$ cat config.mk
export PLATFORM = sky130hd
export DESIGN_NAME = cpu16_core
export DESIGN_NICKNAME = d
export VERILOG_FILES = /design/src/hw/cpu_isa_pkg.sv /design/src/hw/cpu_ctrl_pkg.sv /design/src/hw/pipeline_ctrl.sv /design/src/hw/register_file.sv /design/src/hw/alu_flags.sv /design/src/hw/cpu16_core.sv
export SDC_FILE = /design/constraint.sdc
export NUM_CORES = 1
export LEC_CHECK = 0
export ABC_CLOCK_PERIOD_IN_PS = 10700
export BUFFER_PORTS_ARGS = -buffer_cell sky130_fd_sc_hd__clkbuf_2
export CORE_MARGIN = 1.5
export CORE_UTILIZATION = 49
export DETAILED_ROUTE_END_ITERATION = 7
export PLACE_DENSITY_LB_ADDON = 0.3
export SLEW_MARGIN = 20
export SYNTH_ARGS = -nofsm -noshare
export SYNTH_HDL_FRONTEND = slang
export SYNTH_SLANG_ARGS = --single-unit
$ cat constraint.sdc
create_clock -name CLK -period 10.7 [get_ports CLK]
set_clock_uncertainty 0.2 [all_clocks]
set_input_delay 0.535 -clock CLK [delete_from_list [all_inputs] [get_ports CLK]]
set_output_delay 0.535 -clock CLK [all_outputs]
set_load 0.05 [all_outputs]
$ cat src/hw/cpu_isa_pkg.sv
// instruction set: opcodes, alu operations, branch conditions, instruction word formats, flags
package cpu_isa_pkg;

	// top nibble of every instruction word
	typedef enum logic [3:0] {
		OP_NOP    = 4'h0,
		OP_IMM    = 4'h1,	// 12-bit prefix for the next instruction
		OP_ALU_RR = 4'h2,
		OP_ALU_RI = 4'h3,
		OP_BRANCH = 4'h4,
		OP_STORE  = 4'h5	// 6..f decode as nop
	} opcode_e;

	typedef enum logic [3:0] {
		ALU_PASS_B = 4'h0,
		ALU_ADD    = 4'h1,
		ALU_SUB    = 4'h2,
		ALU_AND    = 4'h3,
		ALU_OR     = 4'h4,
		ALU_XOR    = 4'h5,
		ALU_SHL    = 4'h6,	// a << 1
		ALU_SHR    = 4'h7	// a >> 1, codes 8..f pass b
	} alu_op_e;

	typedef enum logic [2:0] {
		BR_Z, BR_NZ, BR_S, BR_NS, BR_C, BR_NC, BR_A, BR_L
	} br_cond_e;

	// alu register-register: rd is also the a operand
	typedef struct packed {
		opcode_e    op;
		alu_op_e    alu;
		logic       rsvd7;
		logic [2:0] rd;
		logic       rsvd3;
		logic [2:0] rb;
	} rr_fmt_t;

	typedef struct packed {
		opcode_e    op;
		alu_op_e    alu;
		logic       rsvd7;
		logic [2:0] rd;
		logic [3:0] k;		// low nibble of constant
	} ri_fmt_t;

	typedef struct packed {
		opcode_e    op;
		logic       rsvd11;
		br_cond_e   cond;
		logic [3:0] rsvd7_4;
		logic [3:0] tgt_lo;	// target = {prefix, tgt_lo}
	} br_fmt_t;

	typedef struct packed {
		opcode_e     op;
		logic [11:0] prefix;
	} imm_fmt_t;

	typedef struct packed {
		opcode_e    op;
		logic [4:0] rsvd11_7;
		logic [2:0] ra;		// address register
		logic       rsvd3;
		logic [2:0] rd;		// data register
	} st_fmt_t;

	// one word, read through whichever format the opcode selects
	typedef union packed {
		rr_fmt_t  rr_fmt;
		ri_fmt_t  ri_fmt;
		br_fmt_t  br_fmt;
		imm_fmt_t imm_fmt;
		st_fmt_t  st_fmt;
	} instr_u;

	localparam logic [15:0] NOP_WORD = 16'h0000;

	typedef struct packed {
		logic c;	// carry out of add, borrow of sub
		logic z;
		logic s;
	} flags_t;

endpackage

$ cat src/hw/cpu_ctrl_pkg.sv
// control bundles from the pipeline controller to register file, alu and memory bus
package cpu_ctrl_pkg;

	import cpu_isa_pkg::*;

	// register file controls, all vectors active low
	typedef struct packed {
		logic [7:0] ld_alu_b;	// load rN from alu result
		logic [7:0] inc_b;	// increment rN
		logic [2:0] a_sel;	// register on alu a
		logic [2:0] b_sel;	// register on alu b
		logic [2:0] m_sel;	// register on memory write data
		logic [2:0] addr_sel;	// register on memory address
	} rf_ctrl_t;

	typedef struct packed {
		alu_op_e op;
		logic    b_from_const_b;	// 0 selects the constant for b
		logic    flags_we;		// capture c/z/s at end of cycle
	} alu_ctrl_t;

	// memory bus strobes, active low
	typedef struct packed {
		logic oe_b;	// fetch
		logic wr_b;	// store
	} mem_ctrl_t;

	// idle values
	localparam rf_ctrl_t RF_CTRL_IDLE = '{
		ld_alu_b: 8'hff,
		inc_b:    8'hff,
		a_sel:    3'd0,
		b_sel:    3'd0,
		m_sel:    3'd0,
		addr_sel: 3'd7	// pc on the address bus
	};

	localparam alu_ctrl_t ALU_CTRL_IDLE = '{
		op:             ALU_PASS_B,
		b_from_const_b: 1'b1,
		flags_we:       1'b0
	};

endpackage

$ cat src/hw/pipeline_ctrl.sv
// pipeline controller with fetch stage register, stall bit, immediate prefix, decode and branch resolution
`timescale 1ns/1ps

module pipeline_ctrl
	import cpu_isa_pkg::*;
	import cpu_ctrl_pkg::*;
(
	input  logic        CLK,
	input  logic        RSTb,
	input  logic [15:0] mem_rdata,	// fetched word valid in the same cycle
	input  flags_t      flags,
	output rf_ctrl_t    rf_ctrl,
	output alu_ctrl_t   alu_ctrl,
	output mem_ctrl_t   mem_ctrl,
	output logic [15:0] const_val	// {prefix, low nibble} to alu b mux
);

	instr_u      stage_q;	// word in execute
	instr_u      stage_d;
	logic        stall_q;	// no fetch this cycle
	logic        stall_d;
	logic [11:0] prefix_q;	// from the previous imm, else zero
	logic [11:0] prefix_d;
	logic        br_taken;

	always_ff @(posedge CLK)
	begin
		if (!RSTb)
		begin
			stage_q  <= NOP_WORD;
			stall_q  <= 1'b0;	// first fetch in the cycle after release
			prefix_q <= '0;
		end
		else
		begin
			stage_q  <= stage_d;
			stall_q  <= stall_d;
			prefix_q <= prefix_d;
		end
	end

	function automatic logic cond_met(input br_cond_e cond, input flags_t f);
		case (cond)
			BR_Z:    cond_met = f.z;
			BR_NZ:   cond_met = !f.z;
			BR_S:    cond_met = f.s;
			BR_NS:   cond_met = !f.s;
			BR_C:    cond_met = f.c;
			BR_NC:   cond_met = !f.c;
			default: cond_met = 1'b1;	// ba and bl without link
		endcase
	endfunction

	assign br_taken = (stage_q.br_fmt.op == OP_BRANCH) && cond_met(stage_q.br_fmt.cond, flags);

	always_comb
	begin
		rf_ctrl   = RF_CTRL_IDLE;
		alu_ctrl  = ALU_CTRL_IDLE;
		mem_ctrl  = '{oe_b: 1'b1, wr_b: 1'b1};
		const_val = {prefix_q, 4'h0};
		stage_d   = NOP_WORD;
		stall_d   = 1'b0;
		prefix_d  = '0;	// prefix lives for one instruction only

		// fetch at r7 and step the pc, strobes stay high in reset
		if (!stall_q && RSTb)
		begin
			mem_ctrl.oe_b    = 1'b0;
			rf_ctrl.inc_b[7] = 1'b0;
			stage_d          = mem_rdata;
		end

		case (stage_q.rr_fmt.op)
			OP_IMM:
			begin
				prefix_d = stage_q.imm_fmt.prefix;
			end
			OP_ALU_RR:
			begin
				alu_ctrl.op                          = stage_q.rr_fmt.alu;
				alu_ctrl.flags_we                    = 1'b1;
				rf_ctrl.a_sel                        = stage_q.rr_fmt.rd;
				rf_ctrl.b_sel                        = stage_q.rr_fmt.rb;
				rf_ctrl.ld_alu_b[stage_q.rr_fmt.rd] = 1'b0;	// write back to rd
			end
			OP_ALU_RI:
			begin
				alu_ctrl.op                          = stage_q.ri_fmt.alu;
				alu_ctrl.flags_we                    = 1'b1;
				alu_ctrl.b_from_const_b              = 1'b0;	// b = constant
				const_val[3:0]                       = stage_q.ri_fmt.k;
				rf_ctrl.a_sel                        = stage_q.ri_fmt.rd;
				rf_ctrl.ld_alu_b[stage_q.ri_fmt.rd] = 1'b0;
			end
			OP_BRANCH:
			begin
				if (br_taken)
				begin
					alu_ctrl.op             = ALU_PASS_B;	// r7 <= constant
					alu_ctrl.b_from_const_b = 1'b0;
					const_val[3:0]          = stage_q.br_fmt.tgt_lo;
					rf_ctrl.ld_alu_b[7]     = 1'b0;
					stage_d                 = NOP_WORD;	// drop the shadow word
					stall_d                 = 1'b1;	// target fetched one cycle later
				end
			end
			OP_STORE:
			begin
				mem_ctrl.oe_b    = 1'b1;	// bus belongs to the write
				mem_ctrl.wr_b    = 1'b0;
				rf_ctrl.inc_b[7] = 1'b1;	// skipped word is fetched next cycle
				rf_ctrl.addr_sel = stage_q.st_fmt.ra;
				rf_ctrl.m_sel    = stage_q.st_fmt.rd;
				stage_d          = NOP_WORD;
			end
			default: ;	// nop and unused opcodes
		endcase

		// an alu write to r7 overrides the pc step
		rf_ctrl.inc_b = rf_ctrl.inc_b | ~rf_ctrl.ld_alu_b;
	end

	// fetch and store never share the bus
	a_strobes_excl: assert property (@(posedge CLK) disable iff (!RSTb)
		mem_ctrl.oe_b || mem_ctrl.wr_b)
		else $error("fetch and write strobes low in the same cycle");

	// the cycle after a taken branch is a bubble
	a_branch_bubble: assert property (@(posedge CLK) disable iff (!RSTb)
		br_taken |=> mem_ctrl.oe_b)
		else $error("fetch in the cycle after a taken branch");

endmodule

$ cat src/hw/register_file.sv
// register file: eight 16-bit registers, r7 is the pc, active-low load/increment, four read ports
`timescale 1ns/1ps

module register_file
	import cpu_ctrl_pkg::*;
#(
	parameter logic [15:0] RESET_PC = 16'h0000
)
(
	input  logic        CLK,
	input  logic        RSTb,
	input  rf_ctrl_t    rf_ctrl,
	input  logic [15:0] alu_y,	// write-back value
	output logic [15:0] a_data,
	output logic [15:0] b_data,
	output logic [15:0] m_data,	// store data
	output logic [15:0] addr	// memory address
);

	logic [15:0] regs [8];

	for (genvar i = 0; i < 8; i++)
	begin : g_reg
		if (i == 7)
		begin : g_pc
			// pc is the only register with a reset value
			always_ff @(posedge CLK)
			begin
				if (!RSTb)
					regs[i] <= RESET_PC;
				else if (!rf_ctrl.ld_alu_b[i])
					regs[i] <= alu_y;	// branch target or alu write
				else if (!rf_ctrl.inc_b[i])
					regs[i] <= regs[i] + 16'd1;	// step past fetched word
			end
		end
		else
		begin : g_gpr
			always_ff @(posedge CLK)
			begin
				if (!rf_ctrl.ld_alu_b[i])
					regs[i] <= alu_y;
				else if (!rf_ctrl.inc_b[i])
					regs[i] <= regs[i] + 16'd1;
			end
		end
	end

	// read ports, combinational
	assign a_data = regs[rf_ctrl.a_sel];
	assign b_data = regs[rf_ctrl.b_sel];
	assign m_data = regs[rf_ctrl.m_sel];
	assign addr   = regs[rf_ctrl.addr_sel];

	// controller resolves load against increment before it gets here
	a_ld_inc_excl: assert property (@(posedge CLK) disable iff (!RSTb)
		(rf_ctrl.ld_alu_b | rf_ctrl.inc_b) == 8'hff)
		else $error("register loaded and incremented in the same cycle");

endmodule

$ cat src/hw/alu_flags.sv
// 16-bit alu with b operand select and registered carry/zero/sign flags
`timescale 1ns/1ps

module alu_flags
	import cpu_isa_pkg::*;
	import cpu_ctrl_pkg::*;
(
	input  logic        CLK,
	input  logic        RSTb,
	input  alu_ctrl_t   alu_ctrl,
	input  logic [15:0] a_data,
	input  logic [15:0] b_data,	// from register file
	input  logic [15:0] const_val,	// from controller
	output logic [15:0] alu_y,
	output flags_t      flags
);

	logic [15:0] b_op;
	logic        carry;	// carry out or borrow, zero for other ops

	// b mux, constant when strobe low
	assign b_op = alu_ctrl.b_from_const_b ? b_data : const_val;

	always_comb
	begin
		carry = 1'b0;
		case (alu_ctrl.op)
			ALU_ADD:
			begin
				{carry, alu_y} = {1'b0, a_data} + {1'b0, b_op};
			end
			ALU_SUB:
			begin
				{carry, alu_y} = {1'b0, a_data} - {1'b0, b_op};	// bit 16 is borrow
			end
			ALU_AND:
			begin
				alu_y = a_data & b_op;
			end
			ALU_OR:
			begin
				alu_y = a_data | b_op;
			end
			ALU_XOR:
			begin
				alu_y = a_data ^ b_op;
			end
			ALU_SHL:
			begin
				alu_y = {a_data[14:0], 1'b0};
			end
			ALU_SHR:
			begin
				alu_y = {1'b0, a_data[15:1]};
			end
			default:
			begin
				alu_y = b_op;	// pass b, also codes 8..f
			end
		endcase
	end

	always_ff @(posedge CLK)
	begin
		if (!RSTb)
			flags <= '0;
		else if (alu_ctrl.flags_we)
		begin
			flags.c <= carry;
			flags.z <= (alu_y == 16'h0000);
			flags.s <= alu_y[15];
		end
	end

endmodule

$ cat src/hw/cpu16_core.sv
// cpu top: pipeline controller, register file and alu on one shared memory bus
`timescale 1ns/1ps

module cpu16_core
	import cpu_isa_pkg::*;
	import cpu_ctrl_pkg::*;
#(
	parameter logic [15:0] RESET_PC = 16'h0000
)
(
	input  logic        CLK,
	input  logic        RSTb,
	input  logic [15:0] mem_rdata,	// combinational read data
	output logic [15:0] mem_addr,
	output logic [15:0] mem_wdata,
	output logic        mem_oe_b,	// fetch strobe
	output logic        mem_wr_b	// write strobe
);

	rf_ctrl_t    rf_ctrl;
	alu_ctrl_t   alu_ctrl;
	mem_ctrl_t   mem_ctrl;
	flags_t      flags;
	logic [15:0] const_val;
	logic [15:0] a_data;
	logic [15:0] b_data;
	logic [15:0] alu_y;

	pipeline_ctrl u_ctrl (
		.CLK       (CLK),
		.RSTb      (RSTb),
		.mem_rdata (mem_rdata),
		.flags     (flags),
		.rf_ctrl   (rf_ctrl),
		.alu_ctrl  (alu_ctrl),
		.mem_ctrl  (mem_ctrl),
		.const_val (const_val)
	);

	register_file #(
		.RESET_PC (RESET_PC)
	) u_rf (
		.CLK     (CLK),
		.RSTb    (RSTb),
		.rf_ctrl (rf_ctrl),
		.alu_y   (alu_y),
		.a_data  (a_data),
		.b_data  (b_data),
		.m_data  (mem_wdata),	// store data straight to the bus
		.addr    (mem_addr)	// pc or store address
	);

	alu_flags u_alu (
		.CLK       (CLK),
		.RSTb      (RSTb),
		.alu_ctrl  (alu_ctrl),
		.a_data    (a_data),
		.b_data    (b_data),
		.const_val (const_val),
		.alu_y     (alu_y),
		.flags     (flags)
	);

	assign mem_oe_b = mem_ctrl.oe_b;
	assign mem_wr_b = mem_ctrl.wr_b;

endmodule

Word-level counts from Yosys, hierarchy flattened. Memory sizes are Yosys's and may differ from the RTL's. Index checks and enable logic that the tools add are counted.

Multipliers: 0. $lt $le $gt $ge: 2. Div/mod/pow operators: 0. Bitwise operators: 15. Eq/ne operators: 17. Add/subtract/negate cells: 10. Multiplexer cells: 88. Shift operators: 0. Reductions and logical operators: 18.

Operators with widths (count): $mux 16 (18); $add 16x1->16 const B (8); $pmux 16 s7 (1); $reduce_or 16->1 (6); $mux 1 (49); $pmux 16 s2 (1); $eq 4x3->1 const B (6); $mux 3 (8); $add 16x16->17 (1); $sub 16x16->17 (1); $and 16x16->16 (1); $eq 4x2->1 const B (4); $logic_not 16->1 (1); $not 8->8 (2); $or 16x16->16 (1); $pmux 4 s2 (2); $xor 16x16->16 (1); $or 1x1->1 (9); $eq 4x1->1 const B (2); $or 8x8->8 (1); $mux 7 (1); $eq 3x2->1 const B (2); $eq 3x3->1 const B (2); $mux 6 (1); other kinds (13) (21).

Memories: 1. Bits in read-only memories: 0. Register bits: 32. Latch bits: 0. RAM bits: 128.

Memories: u_rf.regs (words 8, bits a word 16, rd ports 12, clocked after memory_dff 0, wr ports 2, line register_file.sv:20) `logic [15:0] regs [8];`.

Longest topological paths before layout. Gate-level depths: netlist of run 1.

Depth after elaboration: 19. Gate-level depth with buffers: 22.

By module. From an unflattened synthesis of run 1, not the netlist that was laid out.

Cell total of the unflattened synthesis: 1693. Area, all modules: 16547.1 sq um.

By module, submodules not included: register_file (area each 11400.9 sq um, cells an instance 1013, seq. area each 3843.7 sq um, instances 1); alu_flags (area each 3734.8 sq um, cells an instance 520, seq. area each 60.1 sq um, instances 1); pipeline_ctrl (area each 1411.4 sq um, cells an instance 160, seq. area each 580.6 sq um, instances 1).

Least setup slack after synthesis of run 1. Ideal clock, no wire load.

Path kind: flip-flop to flip-flop. Start point: register u_ctrl.stage_q[15] (netlist name). End point: register u_alu.flags[1] (netlist name). Path buffers: 3. Arrival time: 4376 ps. Slack: 6010 ps. Required time: 10386 ps. Cell stages (with the launch flop): 20. Cells stage by stage: dfxtp_1 -> buf_6 -> or4b_4 -> nor2_2 -> buf_4 -> mux2i_1 -> a311o_1 -> a21oi_2 -> ha_1 -> clkbuf_1 -> nor4_1 -> nand2_1 -> o21ai_1 -> o41ai_1 -> or3_1 -> a32o_1 -> a2bb2oi_1 -> nor3_1 -> nand4_1 -> nand2_1.

Longest elaborated chain between the ends: 8. Elaborated cells on any way between the ends: 29. Classes of those cells: 2 x add/sub; 10 x eq/ne; 10 x mux; 3 x bitwise; 3 x reduce/logical; 1 x memory.

Ends and longest elaborated chain: start, declared (line pipeline_ctrl.sv:18) `instr_u stage_q;`; start signal, assigned (line pipeline_ctrl.sv:36) `stage_q <= stage_d;`; branches (longest 6 deep; another with $sub 16x16->17); $pmux 16 s7 (*) (line alu_flags.sv:27) `case (alu_ctrl.op)`; via alu_y[13] (line cpu16_core.sv:27) `logic [15:0] alu_y;`; $logic_not 16->1 (*) (line alu_flags.sv:70) `flags.z <= (alu_y == 16'h0000);`.

Mark *: on every way through the listed nets, which the timed path passes. A chain may end at the register's enable or synchronous reset.

Worst setup path in the final report of run 1.
Start point: register u_ctrl.stage_q[13] (netlist name). End point: register u_alu.flags[1] (netlist name).

Longest elaborated chain between the ends: 8. Elaborated cells on any way between the ends: 29. Classes of those cells: 2 x add/sub; 10 x eq/ne; 10 x mux; 3 x bitwise; 3 x reduce/logical; 1 x memory.

Ends and longest elaborated chain: branches (longest 8 deep; another with $sub 16x16->17).

Parallel ways; which one is timed is not known.

==> results_dict.tcl, run 1 <==
set metrics [dict create \
    tightest_slew_ns 1.122 \
    ant_nets 0 \
    drt-total-wl_um 49220 \
    grt_pass1_vias 11980 \
    endpoint_kind "flop" \
    grt_use_total_pct 35.05 \
    multiInputGateArea_sq_um 8041 \
    portBuffers 51 \
    required_ns 10.88 \
    die_x_um 167.6 \
    ys_seq_elements 160 \
    yosysSeqAreaShare_pct 33.76 \
    synth_edf_count 128 \
    leakagePower_nw 5.352 \
    area_delta_synth_final_pct 8.139 \
    initial_core_util_pct 49.56 \
    cellPowerDensity_nw_per_um2 132.1 \
    irDropWorstVdd_mv 0.1082 \
    fmax_mhz 158.2 \
    clkLatencyLatePin_ns 0.45 \
    wl_per_cell_um 27.31 \
    synthArstFlopShare_pct 0 \
    core_sq_um 26800 \
    cts.clk_slew.worst_paths_ns 0.07 \
    finalHoldViolCount 0 \
    gp_congestion 0.9717 \
    timing.final.crit_period_ns 6.322 \
    num_io_pins 52 \
    hp-class "in2reg" \
    cts_hold_buf 0 \
    status "completed" \
    ctsLongestPathBuffers 2 \
    diodes 0 \
    place_inst 1770 \
    die_y_um 167.6 \
    gr-total-overflow 0 \
    dpl_cell_area_sq_um 13740 \
    register_area_sq_um 4489 \
    worstSetupPathType "reg2reg" \
    drv_cap 0 \
    cts.sinks 160 \
    synthCells 1462 \
    grt_pass1_wl_um 74540 \
    maxSlewViolCount 0 \
    post-route-period-util_pct 59.08 \
    htree_levels 4 \
    dieArea_sq_um 28100 \
    place_hpwl_um 33570 \
    num-fill-cells 2377 \
    nNetsFinal 1517 \
    numCtsBuffers 17 \
    cts.repair.resized 0 \
    final_cells 1802 \
    final_layout_size_suffix_gt1_share_pct 15.95 \
    post_cts_buffers 0 \
    setup_tns_ns 0 \
    fin_ws_ns 4.378 \
    rsz0062_at_grt "false" \
    finalSetupViolCount 0 \
    cts_tree "built" \
    antenna_found_initial 0 \
    cp_max_fo 15 \
    rr_startpoint "u_ctrl.stage_q[13]$_SDFF_PN0_" \
    relSlewSlack_pct 24.83 \
    drt-initial-drc-count 2004 \
    dominantRegCellSynth "edfxtp_1" \
    drc 0 \
    synth_cell_type_count 109 \
    routed_via_density 7.077 \
    crit_start "u_ctrl.stage_q[13]$_SDFF_PN0_" \
    cp-start-kind "flop" \
    vias 12750 \
    fin_area_sq_um 14360 \
    avgSynthCellArea_sq_um 9.084 \
    arrival_ns 6.50 \
    rows 60 \
    dr.pass1.iters 6 \
    syn_area_sq_um 13280 \
    syn-num-nets 1531 \
    final.hold.worst_slack_ns 0.08576 \
    synth.yosys.warnings 0 \
    hold_start "mem_rdata[5]" \
    pre_cts_slack_ns 4.700 \
    grt_max_degree 56 \
    clockRootBuffer "clkbuf_16" \
]
[layer usage]
layer | vias up | wire, um | track usage, %
met3 | 227 | 6693 | 9.903
met1 | 6001 | 18310 | 45.87
met2 | 1033 | 21280 | 53.15
li1 | 5491 | - | -
met5 | - | 0 | 0
met4 | 0 | 2939 | 17.55
[final cells by class]
class | count | area share [%]
multi-input cells | 1112 | 55.99
clock buffers | 17 | 2.962
flip-flops and latches | 160 | 31.26
well taps | 341 | 2.971
inverters | 69 | 1.803
clock inverters | 15 | 1.307
repair buffers | 88 | 3.711
[power breakdown]
group	total (W)	internal [W]	switching, W
logic	0.000503	0.000162	0.000341
clock network	0.000654	0.000358	0.000296
registers	0.000741	0.000705	0.0000358
total	0.00190	0.00122	0.000673
[logic make-up after synthesis]
family / count (synthesis) / synth area share, %
flip-flops: 160 / 33.76
buffers and inverters: 190 / 6.208
AND/OR/NAND/NOR: 497 / 19.11
multiplexers: 121 / 12.38
adder cells (fa/ha/maj): 51 / 4.918
XOR/XNOR: 23 / 1.517
AO/OA/AOI/OAI: 420 / 22.10
[worst max-delay path, stage by stage (launching register included)]
cell,delay (ns)
dfxtp_1,0.66
or4b_4,0.69
nor2_2,0.57
mux2_2,0.28
o21ai_1,0.07
a31oi_1,0.49
inv_1,0.24
fa_1,0.49
nor2b_1,0.18
o2111ai_1,0.19
a211oi_1,0.35
nor2_1,0.13
o2111a_1,0.25
o32ai_1,0.70
o211ai_1,0.23
nor4_2,0.29
nand4_1,0.14
nand2_1,0.11
[registers in the layout, summed over array words and instances (netlist names)]
signal	cells
u_alu.flags	3
u_ctrl.prefix_q	12
u_ctrl.stage_q	16
u_ctrl.stall_q	1
u_rf.regs	128
[synth_stat cells (12+ instances only)]
cell,number,share of area [%]
mux2i_1,56,4.2
mux4_2,30,5.1
buf_1,12,0.34
o21ai_0,54,2.0
o22ai_1,21,0.99
dfxtp_1,32,4.8
edfxtp_1,128,29
a221oi_1,25,1.6
nor2b_1,12,0.57
a211oi_1,46,2.6
mux2_2,32,2.7
nand3_1,71,2.7
and3_1,33,1.6
nor3_1,18,0.68
o31ai_1,25,1.4
a21oi_1,87,3.3
buf_2,26,0.98
ha_1,49,4.6
nand2_1,173,4.9
xnor2_1,15,0.99
and2_1,36,1.7
o21ai_1,18,0.68
inv_1,67,1.9
a31oi_1,14,0.66
a21o_1,13,0.73
nand2b_1,12,0.57
clkbuf_1,69,2.0
nor2_1,82,2.3
[per-stage QoR]
stage / total power [W] / util, %
6_report: 0.001898 / 53.59
3_3_place_gp: 0.001232 / 51.27
4_1_cts: 0.001877 / 53.56
5_1_grt: 0.001957 / 53.59
2_1_floorplan: 0.001100 / -
3_5_place_dp: 0.001236 / 51.27
[cell usage in the layout (no fill, tap or decap), drive strengths merged, types with 22 or more instances in the layout]
master	synthesis	routed
mux4	30	30
o21ai	72	72
nor2	85	85
edfxtp	128	128
nand2	174	174
mux2	33	33
nand3	71	71
and3	33	33
a221oi	26	26
o22ai	22	22
buf	52	37
and2	36	36
ha	49	49
mux2i	58	58
a211oi	48	48
dfxtp	32	32
clkbuf	69	68
a21oi	91	91
o31ai	25	25
inv	68	80
[path summary, 6_finish.rpt]
| check | to | slack, ns | depth (start not counted) |
|---|---|---|---|
| setup / recovery | u_alu.flags[1]$_SDFFE_PN0N_ | 4.38 | 17 |
| hold / removal | u_ctrl.stage_q[5]$_SDFF_PN0_ | 0.09 | 2 |
| setup reg to reg | u_alu.flags[1]$_SDFFE_PN0N_ | 4.38 | 17 |
| hold reg to reg | u_ctrl.prefix_q[7]$_SDFF_PN0_ | 0.25 | 1 |
Note: power is estimated with default switching activity, not from simulation.
==> inputs of run 2 (changes only) <==
--- a/config.mk
+++ b/config.mk
@@ -5,7 +5,8 @@
 export SDC_FILE = /design/constraint.sdc
 export NUM_CORES = 1
 export LEC_CHECK = 0
-export ABC_CLOCK_PERIOD_IN_PS = 10700
+export ABC_AREA = 1
+export ABC_CLOCK_PERIOD_IN_PS = 5650
 export BUFFER_PORTS_ARGS = -buffer_cell sky130_fd_sc_hd__clkbuf_2
 export CORE_MARGIN = 1.5
 export CORE_UTILIZATION = 49
==> constraint.sdc (replaced) <==
create_clock -name CLK -period 5.65 [get_ports CLK]
set_clock_uncertainty 0.2 [all_clocks]
set_input_delay 0.2825 -clock CLK [delete_from_list [all_inputs] [get_ports CLK]]
set_output_delay 0.2825 -clock CLK [all_outputs]
set_load 0.05 [all_outputs]
==> run 2 against run 1 <==
Worst setup slack worse by 3.9 ns. Core utilization increased by 0.17 points. Critical endpoint unchanged. Routed wire length rose by 3.4%. Register-to-register slack lost 3.9 ns. Flip-flop and latch count stayed put. Sequential power is 85% higher. Combinational power up 80%. Sequential share of layout area down 1.1 points. Clock-buffer cell count is the same. Die area rose by 3.4%. Fmax increased by 21%. Non-clock buffer count up 12.
==> results_dict.tcl, run 2 <==
set metrics [dict create \
    yosysSeqAreaShare_pct 32.64 \
    grt_max_degree 129 \
    synth-xor-area-share_pct 0.5738 \
    reg2reg_depth 27 \
    num_io_pins 52 \
    final_cell_mix "nand2_1 (633), nand3_1 (271), inv_1 (247)" \
    routed_via_density 6.083 \
    grt_pass1_wl_um 77630 \
    final_layout_size_suffix_gt1_share_pct 8.000 \
    required_ns 5.83 \
    endpoint_kind "flop" \
    rsz0062_at_grt "false" \
    regMostFlops "u_rf.regs" \
    tightest_slew_ns 1.142 \
    core_sq_um 27710 \
    area_delta_synth_final_pct 8.406 \
    clkLatencyLatePin_ns 0.44 \
    netlist_top_cells_count "nand2_1 (634), nand3_1 (271), inv_1 (247)" \
    ctsLongestPathBuffers 2 \
    synth_largest_area_cell "edfxtp_1" \
    die_x_um 170.4 \
    synth_top_family_by_area "simple AND/OR/NAND/NOR gates" \
    switching_share_pct 36.48 \
    hp-class "reg2reg" \
    cts.repair.resized 0 \
    netSwitchingPower_w 0.001233 \
    seqPwrFrac_pct 40.6 \
    synth-adder-area-share_pct 4.754 \
    synth.yosys.warnings 0 \
    cellPowerDensity_nw_per_um2 226.9 \
    maxSlewViolCount 0 \
    post-route-period-util_pct 92.23 \
    ant_nets 0 \
    portBuffers 51 \
    cp-start-kind "flop" \
    relSlewSlack_pct 23.56 \
    min_delay_worst_endpoint "u_ctrl.prefix_q[7]$_SDFF_PN0_" \
    synthDominantCellAreaShare_pct 27.98 \
    drt-initial-drc-count 2158 \
    gp_congestion 0.9893 \
    die_y_um 170.4 \
    numCtsBuffers 17 \
    leakagePower_nw 6.797 \
    htree_levels 4 \
    irDropWorstVdd_mv 0.1803 \
    vias 14770 \
    place_hpwl_um 34430 \
    synth_edf_count 128 \
    finalSetupViolCount 0 \
    cts.clk_slew.worst_paths_ns 0.07 \
    post_cts_buffers 0 \
    power_frac_clock_pct 32.7 \
    final.hold.worst_slack_ns 0.2577 \
    initial_core_util_pct 49.59 \
    diodes 0 \
    synth.most_common_cell "nand2_1" \
    drt-total-wl_um 50910 \
    layout_commonest_cell "nand2_1" \
    finalHoldViolCount 0 \
    worstSetupPathType "reg2reg" \
    syn-num-nets 2110 \
    worst_r2r_endpoint "u_alu.flags[1]$_SDFFE_PN0N_" \
    comb_power_share_pct 26.7 \
    p_int_w 0.002147 \
    grt_pass1_vias 13770 \
    synth_simple_gate_area_share_pct 36.04 \
    gr-total-overflow 0 \
    rows 61 \
    drv_cap 0 \
    cts_tree "built" \
    dominantRegCellSynth "edfxtp_1" \
    synthCells 2041 \
    largest_register_ffs 128 \
    drc 0 \
    ys_seq_elements 160 \
    syn_area_sq_um 13740 \
    dr.pass1.iters 6 \
    clockRootBuffer "clkbuf_16" \
    rrSetupSlack_ns 0.44 \
    wl_per_cell_um 20.97 \
    status "completed" \
    rr_startpoint "u_ctrl.stage_q[15]$_SDFF_PN0_" \
    hold_start "u_ctrl.stage_q[7]$_SDFF_PN0_" \
    antenna_found_initial 0 \
    synth_compound_area_share_pct 13.87 \
    avgSynthCellArea_sq_um 6.731 \
    dieArea_sq_um 29050 \
    cp_max_fo 14 \
    arrival_ns 5.39 \
    synthMuxAreaShare_pct 0.4918 \
    yosys-top-cells-area "edfxtp_1 (28%), nand2_1 (17%), nand3_1 (9.9%)" \
    setup_tns_ns 0 \
    synth_cell_type_count 47 \
    timing.final.crit_period_ns 5.211 \
    largestRegisters "u_rf.regs (128), u_ctrl.stage_q (16), u_ctrl.prefix_q (12)" \
    grt_use_total_pct 35.57 \
    cts_hold_buf 17 \
    synthArstFlopShare_pct 0 \
    nNetsFinal 2106 \
    hold-path-cell-count 2 \
    fmax_mhz 191.9 \
    cts.sinks 160 \
]
## run 2: cell count changes in the layout (fill, tap and decap cells not counted), sizes merged, moves of 44 or more
cell	delta
inv	+182
mux2i	-58
nand2	+467
o211ai	+102
nand3	+205
nor2	+58
a21oi	-48
nand4	+44
## run 2: cells by family (layout without fill, tap and decap cells)
group,Yosys count,in the layout
AOI/OAI and AO/OA,297,297
xor gates and xnor gates,9,9
adders and majority gates,51,51
buffers and inverters,380,389
DFF,160,160
muxes,6,6
and+or+nand+nor,1138,1138
## run 2: cell type report
type                    instances  area [sq um]
clock buffers                  17         425.4
clock inverters                15         125.1
fillers                      2724         12810
inverters                     257         968.4
multi-input cells            1501          7724
flip-flops and latches        160          4487
well taps                     378         473.0
repair buffers                100         690.7
## run 2: how the worst max path moves through the flow
stage | slack (ns) | startpoint | cells past startpoint | end
final | 0.44 | u_ctrl.stage_q[15]$_SDFF_PN0_ | 27 | u_alu.flags[1]$_SDFFE_PN0N_
after global routing | 0.06 | u_ctrl.stage_q[15]$_SDFF_PN0_ | 27 | u_alu.flags[1]$_SDFFE_PN0N_
after CTS | 0.57 | u_ctrl.stage_q[15]$_SDFF_PN0_ | 27 | u_alu.flags[1]$_SDFFE_PN0N_
after detailed placement | 0.58 | u_ctrl.stage_q[15]$_SDFF_PN0_ | 27 | u_alu.flags[1]$_SDFFE_PN0N_
after global placement | 0.72 | u_ctrl.stage_q[12]$_SDFF_PN0_ | 25 | u_alu.flags[1]$_SDFFE_PN0N_
after floorplan | 1.94 | u_ctrl.stage_q[15]$_SDFF_PN0_ | 28 | u_alu.flags[1]$_SDFFE_PN0N_
## run 2: metrics by stage
stage | area [sq um] | utilization (%) | setup WS (ns) | cells | power [W]
finish | 14890 | 53.76 | 0.4392 | 2428 | 0.003380
global route | 14890 | 53.76 | 0.06215 | 2428 | 0.003510
CTS | 14890 | 53.73 | 0.5687 | 2428 | 0.003355
detailed placement | 14170 | 51.13 | 0.5801 | 2379 | 0.002266
global placement | 14160 | 51.11 | 0.7197 | 2379 | 0.002257
floorplan | 13740 | - | 1.944 | 2041 | 0.002005
## run 2: power by group through the flow
stage | registers, W | logic (W) | clock network (W)
2_1_floorplan | 0.00138 | 0.000625 | 0
3_3_place_gp | 0.00140 | 0.000861 | 0
3_5_place_dp | 0.00140 | 0.000868 | 0
4_1_cts | 0.00137 | 0.000880 | 0.00110
5_1_grt | 0.00138 | 0.000979 | 0.00116
6_report | 0.00137 | 0.000903 | 0.00110
## run 2: per-layer routing
metal  GRT usage (%)  wire length (um)  vias up
li1                -                 -     6827
met1           46.94             20130     6803
met2           55.45             22750      969
met3           6.116              5404      171
met4           19.55              2632        0
met5               0                 0        -
## run 2: worst max-delay path: stages (launching register included)
cell and delay, ns:
dfxtp_1 0.33, nor2_4 0.38, buf_4 0.32, nand3_4 0.08, inv_1 0.57, nand2_1 0.10
nand3_1 0.10, nand2_1 0.07, nand2_1 0.08, nand2_1 0.13, inv_1 0.08, ha_1 0.18
inv_1 0.07, fa_1 0.45, nand3b_1 0.20, nand2_1 0.16, nand2_1 0.09, nand2_1 0.14
nand2_1 0.12, nand3_1 0.09, a21oi_1 0.07, nor2_1 0.13, nand3_1 0.35, nor2_1 0.21
nand2_1 0.10, nor2_1 0.13, nand3_1 0.09, a21oi_2 0.12
